File: src/fifo_pkg.sv
package fifo_pkg;

  // storage geometry.
  localparam int fifo_depth = 32;
  localparam int addr_width = $clog2(fifo_depth);
  localparam int data_width = 8;
  localparam int err_count_width = 8;

  typedef logic [addr_width-1:0] addr_t;
  typedef logic [data_width-1:0] data_t;
  typedef logic [err_count_width-1:0] err_count_t;

  // saturation point of the error counter.
  localparam err_count_t err_count_max = '1;

  // controller states.
  typedef enum logic [1:0] {
    st_empty   = 2'b00,
    st_between = 2'b01,
    st_readout = 2'b10,
    st_full    = 2'b11
  } ctrl_state_t;

  // request decoded from {push, pop}.
  typedef enum logic [1:0] {
    cmd_idle     = 2'b00,
    cmd_pop      = 2'b01,
    cmd_push     = 2'b10,
    cmd_push_pop = 2'b11
  } fifo_cmd_t;

endpackage

File: src/fifo_read_result.sv
module fifo_read_result (
  input  logic                 clk,
  input  logic                 rst_n,
  input  logic                 rd_issue,
  input  logic                 error,
  input  fifo_pkg::data_t      q,
  output fifo_pkg::data_t      rdata,
  output logic                 rvalid,
  output fifo_pkg::err_count_t err_count
);

  // capture the word that sits on q during readout.
  always_ff @(posedge clk) begin
    if (rd_issue) begin
      rdata <= q;
    end
  end

  always_ff @(posedge clk or negedge rst_n) begin
    if (!rst_n) begin
      rvalid <= 1'b0;
    end else begin
      rvalid <= rd_issue;
    end
  end

  // error count, stuck at the top once reached.
  always_ff @(posedge clk or negedge rst_n) begin
    if (!rst_n) begin
      err_count <= '0;
    end else if (error && (err_count != fifo_pkg::err_count_max)) begin
      err_count <= err_count + 1'b1;
    end
  end

  // a pop always costs two cycles, so results never come back to back.
  a_rvalid_single: assert property (
    @(posedge clk) disable iff (!rst_n)
    rvalid |=> !rvalid
  );

endmodule

File: src/fifo_sram_ctrl.sv
module fifo_sram_ctrl (
  input  logic            clk,
  input  logic            rst_n,
  input  logic            push,
  input  logic            pop,
  output logic            empty,
  output logic            almost_empty,
  output logic            full,
  output logic            almost_full,
  output logic            error,
  output logic            cen,
  output logic            wen,
  output logic            oen,
  output logic            rd_issue,
  output fifo_pkg::addr_t addr
);

  fifo_pkg::ctrl_state_t state;
  fifo_pkg::ctrl_state_t state_next;
  fifo_pkg::fifo_cmd_t   cmd;
  fifo_pkg::addr_t       head;
  fifo_pkg::addr_t       head_next;
  fifo_pkg::addr_t       tail;
  fifo_pkg::addr_t       tail_next;
  logic                  head_inc;
  logic                  tail_inc;

  // two-bit request decode.
  always_comb begin
    case ({push, pop})
      2'b01:   cmd = fifo_pkg::cmd_pop;
      2'b10:   cmd = fifo_pkg::cmd_push;
      2'b11:   cmd = fifo_pkg::cmd_push_pop;
      default: cmd = fifo_pkg::cmd_idle;
    endcase
  end

  // pointers wrap at the last entry.
  always_comb begin
    if (!head_inc) begin
      head_next = head;
    end else if (head == fifo_pkg::addr_t'(fifo_pkg::fifo_depth - 1)) begin
      head_next = '0;
    end else begin
      head_next = head + 1'b1;
    end
    if (!tail_inc) begin
      tail_next = tail;
    end else if (tail == fifo_pkg::addr_t'(fifo_pkg::fifo_depth - 1)) begin
      tail_next = '0;
    end else begin
      tail_next = tail + 1'b1;
    end
  end

  // one word left, or one slot left.
  assign almost_empty = (tail == head - 1'b1);
  assign almost_full  = (head == tail - 1'b1);

  assign empty    = (state == fifo_pkg::st_empty);
  assign full     = (state == fifo_pkg::st_full);
  assign rd_issue = (state == fifo_pkg::st_readout);

  // memory stays selected with output enabled; wen picks write or read.
  assign cen = 1'b0;
  assign oen = 1'b0;

  always_comb begin
    state_next = state;
    head_inc   = 1'b0;
    tail_inc   = 1'b0;
    wen        = 1'b1;
    addr       = '0;
    error      = 1'b0;
    case (state)
      fifo_pkg::st_empty: begin
        if (cmd == fifo_pkg::cmd_push) begin
          addr       = head;
          wen        = 1'b0;
          head_inc   = 1'b1;
          state_next = fifo_pkg::st_between;
        end else if (cmd != fifo_pkg::cmd_idle) begin
          error = 1'b1;
        end
      end
      fifo_pkg::st_between: begin
        if (cmd == fifo_pkg::cmd_push) begin
          addr     = head;
          wen      = 1'b0;
          head_inc = 1'b1;
          if (almost_full) begin
            state_next = fifo_pkg::st_full;
          end
        end else if (cmd == fifo_pkg::cmd_pop) begin
          addr       = tail;
          state_next = fifo_pkg::st_readout;
        end else if (cmd == fifo_pkg::cmd_push_pop) begin
          error = 1'b1;
        end
      end
      fifo_pkg::st_readout: begin
        // word is on q now; retire it and refuse any request.
        tail_inc = 1'b1;
        error    = (cmd != fifo_pkg::cmd_idle);
        if (almost_empty) begin
          state_next = fifo_pkg::st_empty;
        end else begin
          state_next = fifo_pkg::st_between;
        end
      end
      fifo_pkg::st_full: begin
        if (cmd == fifo_pkg::cmd_pop) begin
          addr       = tail;
          state_next = fifo_pkg::st_readout;
        end else if (cmd != fifo_pkg::cmd_idle) begin
          error = 1'b1;
        end
      end
    endcase
  end

  always_ff @(posedge clk or negedge rst_n) begin
    if (!rst_n) begin
      state <= fifo_pkg::st_empty;
      head  <= '0;
      tail  <= '0;
    end else begin
      state <= state_next;
      head  <= head_next;
      tail  <= tail_next;
    end
  end

  // full memory and the readout cycle must never write.
  a_no_write_full_readout: assert property (
    @(posedge clk) disable iff (!rst_n)
    (state == fifo_pkg::st_full || state == fifo_pkg::st_readout) |-> wen
  );

  // a dropped request leaves the write pointer where it was.
  a_head_hold_on_error: assert property (
    @(posedge clk) disable iff (!rst_n)
    error |=> (head == $past(head))
  );

endmodule

File: src/fifo_sram_top.sv
module fifo_sram_top (
  input  logic                 clk,
  input  logic                 rst_n,
  input  logic                 push,
  input  logic                 pop,
  input  fifo_pkg::data_t      wdata,
  output fifo_pkg::data_t      rdata,
  output logic                 rvalid,
  output logic                 empty,
  output logic                 almost_empty,
  output logic                 full,
  output logic                 almost_full,
  output logic                 error,
  output fifo_pkg::err_count_t err_count
);

  logic            cen;
  logic            wen;
  logic            oen;
  logic            rd_issue;
  fifo_pkg::addr_t addr;
  fifo_pkg::data_t q;

  fifo_sram_ctrl i_ctrl (
    .clk          (clk),
    .rst_n        (rst_n),
    .push         (push),
    .pop          (pop),
    .empty        (empty),
    .almost_empty (almost_empty),
    .full         (full),
    .almost_full  (almost_full),
    .error        (error),
    .cen          (cen),
    .wen          (wen),
    .oen          (oen),
    .rd_issue     (rd_issue),
    .addr         (addr)
  );

  sram_sp i_sram (
    .clk  (clk),
    .cen  (cen),
    .wen  (wen),
    .oen  (oen),
    .addr (addr),
    .d    (wdata),
    .q    (q)
  );

  fifo_read_result i_result (
    .clk       (clk),
    .rst_n     (rst_n),
    .rd_issue  (rd_issue),
    .error     (error),
    .q         (q),
    .rdata     (rdata),
    .rvalid    (rvalid),
    .err_count (err_count)
  );

endmodule

File: src/sram_sp.sv
module sram_sp (
  input  logic            clk,
  input  logic            cen,
  input  logic            wen,
  input  logic            oen,
  input  fifo_pkg::addr_t addr,
  input  fifo_pkg::data_t d,
  output fifo_pkg::data_t q
);

  fifo_pkg::data_t mem [fifo_pkg::fifo_depth];

  // write on cen and wen low.
  always_ff @(posedge clk) begin
    if (!cen && !wen) begin
      mem[addr] <= d;
    end
  end

  // registered read; q keeps its last word otherwise.
  always_ff @(posedge clk) begin
    if (!cen && wen && !oen) begin
      q <= mem[addr];
    end
  end

  a_addr_known: assert property (
    @(posedge clk) !cen |-> !$isunknown(addr)
  );

endmodule

File: config.mk
export PLATFORM = sky130hd
export DESIGN_NAME = fifo_sram_top
export DESIGN_NICKNAME = d
export VERILOG_FILES = /design/src/fifo_pkg.sv /design/src/fifo_read_result.sv /design/src/fifo_sram_ctrl.sv /design/src/fifo_sram_top.sv /design/src/sram_sp.sv
export SDC_FILE = /design/constraint.sdc
export NUM_CORES = 1
export LEC_CHECK = 0
export BUFFER_PORTS_ARGS = -buffer_cell sky130_fd_sc_hd__buf_2
export CAP_MARGIN = 20
export CORE_MARGIN = 2
export CORE_UTILIZATION = 30
export DETAILED_ROUTE_END_ITERATION = 7
export GPL_TIMING_DRIVEN = 0
export PLACE_DENSITY_LB_ADDON = 0.3
export REMOVE_ABC_BUFFERS = 1
export SLEW_MARGIN = 20
export SYNTH_ARGS = -nofsm -noshare
export SYNTH_HDL_FRONTEND = slang
export SYNTH_HIERARCHICAL = 1
export SYNTH_SLANG_ARGS = --single-unit
File: constraint.sdc
create_clock -name clk -period 8.13 [get_ports clk]
set_clock_uncertainty 0.1 [all_clocks]
set_input_delay 0.4065 -clock clk [delete_from_list [all_inputs] [get_ports clk]]
set_output_delay 0.4065 -clock clk [all_outputs]
set_load 0.05 [all_outputs]
==> results.cfg <==
[clock_network]
postCtsSetupBuffers = 0
clk_path_buf_depth = 3
cts.sinks = 293
clk_latency_ns = 0.55
cts_made_buffers = 31
cts_resized = 0
hold_buffers = 1
cts_root_buf = clkbuf_16
h-tree-depth = 1
cts_tree = done
path_clk_slew_ns = 0.06

[logic_synthesis]
synth_compound_area_share_pct = 5.53
synth_common_cells = edfxtp_1 (272), mux2i_1 (129), o22ai_1 (68)
synth_most_common_cell = edfxtp_1
syn-mean-instance-area_um2 = 16.2
synth_top_family_by_area = multiplexers
synthSimpleGateAreaFrac_pct = 6.42
synth_mux_area_share_pct = 11.6
yosysWarnings = 6
ys_types = 58
synthXorXnorAreaFrac_pct = 0.868
dominantRegCellSynth = edfxtp_1
ys_seq_elements = 293
synth.cell_area_um2 = 12000
ys_top_cells_by_area = edfxtp_1 (68%), mux2i_1 (11%), dfrtp_1 (4.4%), o22ai_1 (3.6%), nor2_1 (1.3%)
synth_fa_ha_area_share_pct = 0.732
synthCells = 739
synth_top_cell_by_area = edfxtp_1
async_flop_share_pct = 7.17
synth_top_area_share_pct = 68.2
synth-edff-count = 272
yosysSeqAreaShare_pct = 72.6

[timing]
holdWs_ns = 0.0790
period_share_pct = 48.5
max_slew.worst_pin.slew_ns = 0.867
rsz0062_at_grt = no
fmax_mhz = 254
period_minus_slack_ns = 3.94
setup_viol = 0
finalHoldViolCount = 0
finalMaxSlewViolations = 0
slew_headroom_pct = 42.0

[worst_setup_path]
critPathBufInv = 5
cpMostUsedCell = buf_16
cp-end-kind = register
reg2reg_depth = 12
cp_cell_sequence = inv_1 -> nor2_1 -> nand2_1 -> o22ai_4 -> buf_16 -> buf_16 -> buf_16 -> buf_16 -> mux2i_1 -> o22ai_1 -> nor4_1 -> nand2_1
slowest_stage = nor4_1
crit_cells = 12
slowest_delay_ns = 0.56
cp.required_ns = 8.26
arrival_ns = 4.07
startpoint_type = register
critical_path.top_delay_family = simple AND/OR/NAND/NOR gates
crit_path_max_fanout = 16
worst-setup-path-type = reg2reg

[global_routing]
met2_usage_pct = 18.5
grt_pass1_vias = 6145
grt-busiest-layer = met2
grt_util_met1_pct = 16.6
antenna_found_initial = 0
grt_max_degree = 33
use_met3_pct = 1.82
grt.overflow.total = 0
grt_use_total_pct = 11.7
grt_pass1_wl_um = 37500

[outcome]
status = completed

[final_layout]
antenna_cells = 0
nNetsFinal = 794
drive_gt1_share_pct = 14.9
syn_to_final_growth_pct = 16.2
instances_no_fill = 1323

[routing]
dr.pass1.iters = 5
ant_nets = 0
drc = 0
wl_um = 24300
via_per_inst = 4.75
wl_per_cell_um = 18.3
drtIter0Drc = 437
num_vias = 6290

[min_path]
min_delay_path_depth = 2
hp-class = in2reg

[placement]
hpwl_um = 16000
gp_congestion = 0.818
place_inst = 1266
port_buffers = 33

[die]
core-area_um2 = 39500
ios = 34
die_width_um = 204
rows = 73
die-height_um = 204
design.die.area_um2 = 41500
initial_core_util_pct = 30.3

[power_and_ir_drop]
p_total_mw = 4.15
p_per_area_nw_per_um2 = 298
vdd_drop_max_mv = 0.156
total_leakage_power_nw = 4.41

[run]
cap_violations = 0
-- layer usage --
layer,up-vias,part of all wire [%]
met2,105,47
met4,0,2.3
met1,3159,47
met3,29,3.6
met5,-,0
li1,2997,-
-- through the flow --
stage	setup TNS [ns]	worst slack (ns)	utilization, %	cell area, um^2
6_report	0	4.19	35.2	13900
5_1_grt	0	3.97	35.2	13900
4_1_cts	0	4.14	35.2	13900
3_5_place_dp	0	4.09	32.6	12900
3_3_place_gp	-2611.49	-11.76	31.8	12600
2_1_floorplan	-1076.46	-5.13	-	11700
-- placed cells by master (no fill, tap or decap), drive strengths merged, types with 4 or more instances in the layout --
master and count:
edfxtp 272, mux2i 129, o22ai 69, buf 45, nor2 40, clkbuf 37, nand2 27, dfrtp 21
nor4 16, clkinv 13, nor3 11, o21ai 10, inv 9, nand3 8, mux2 8, ha 7
a21oi 6, xnor2 6, xor2 5, nand4bb 5, bufinv 4, nand4b 4, or4b 4, and3 4
-- flip-flops by register name (all words and copies together), names as in the netlist --
name,cells
i_sram/mem,256
i_result/err_count,8
i_sram/q,8
i_ctrl/state,2
i_result/rdata,8
i_ctrl/head,5
i_ctrl/tail,5
i_result/rvalid,1
-- logic make-up after synthesis --
group	count (synthesis)
mux	137
flops	293
other cells	1
buf+inv	52
fa+ha+maj	7
compound gates	100
xor+xnor	11
simple gates	138
-- path summary, 6_finish.rpt --
| path | start | end | slack, ns |
|---|---|---|---|
| max | i_ctrl/state[0]$_DFFE_PN0P_ | i_sram/q[0]$_DFFE_PP_ | 4.19 |
| min | pop | i_ctrl/state[0]$_DFFE_PN0P_ | 0.08 |
| max reg2reg | i_ctrl/state[0]$_DFFE_PN0P_ | i_sram/q[0]$_DFFE_PP_ | 4.19 |
| min reg2reg | i_sram/q[4]$_DFFE_PP_ | i_result/rdata[4]$_DFFE_PP_ | 0.32 |
| max in group asynchronous | rst_n | i_ctrl/head[3]$_DFFE_PN0P_ | 7.31 |
| min in group asynchronous | rst_n | i_result/rvalid$_DFF_PN0_ | 0.27 |
-- cell type report --
cell class                      count  area (um^2)
Fill cell                        3681        25600
Sequential cell                   293         8690
Multi-Input combinational cell    395         3090
Clock buffer                       37          798
Tap cell                          525          657
Timing Repair Buffer               46          444
Clock inverter                     19          199
Inverter                            8         30.0
-- worst register-to-register path: cells and delay by family (launching register included) --
family / cells / cell delay, ns
AOI/OAI and AO/OA: 2 / 0.70
buffers and inverters: 5 / 0.90
DFF: 1 / 0.44
muxes: 1 / 0.23
and+or+nand+nor: 4 / 1.28
-- power by group --
| part | total, mW | internal (mW) | switching (mW) |
|---|---|---|---|
| registers | 1.81 | 1.73 | 0.0833 |
| logic | 0.969 | 0.374 | 0.595 |
| clock network | 1.37 | 0.823 | 0.546 |
| total | 4.15 | 2.93 | 1.22 |
Note: power is estimated with default switching activity, not from simulation.
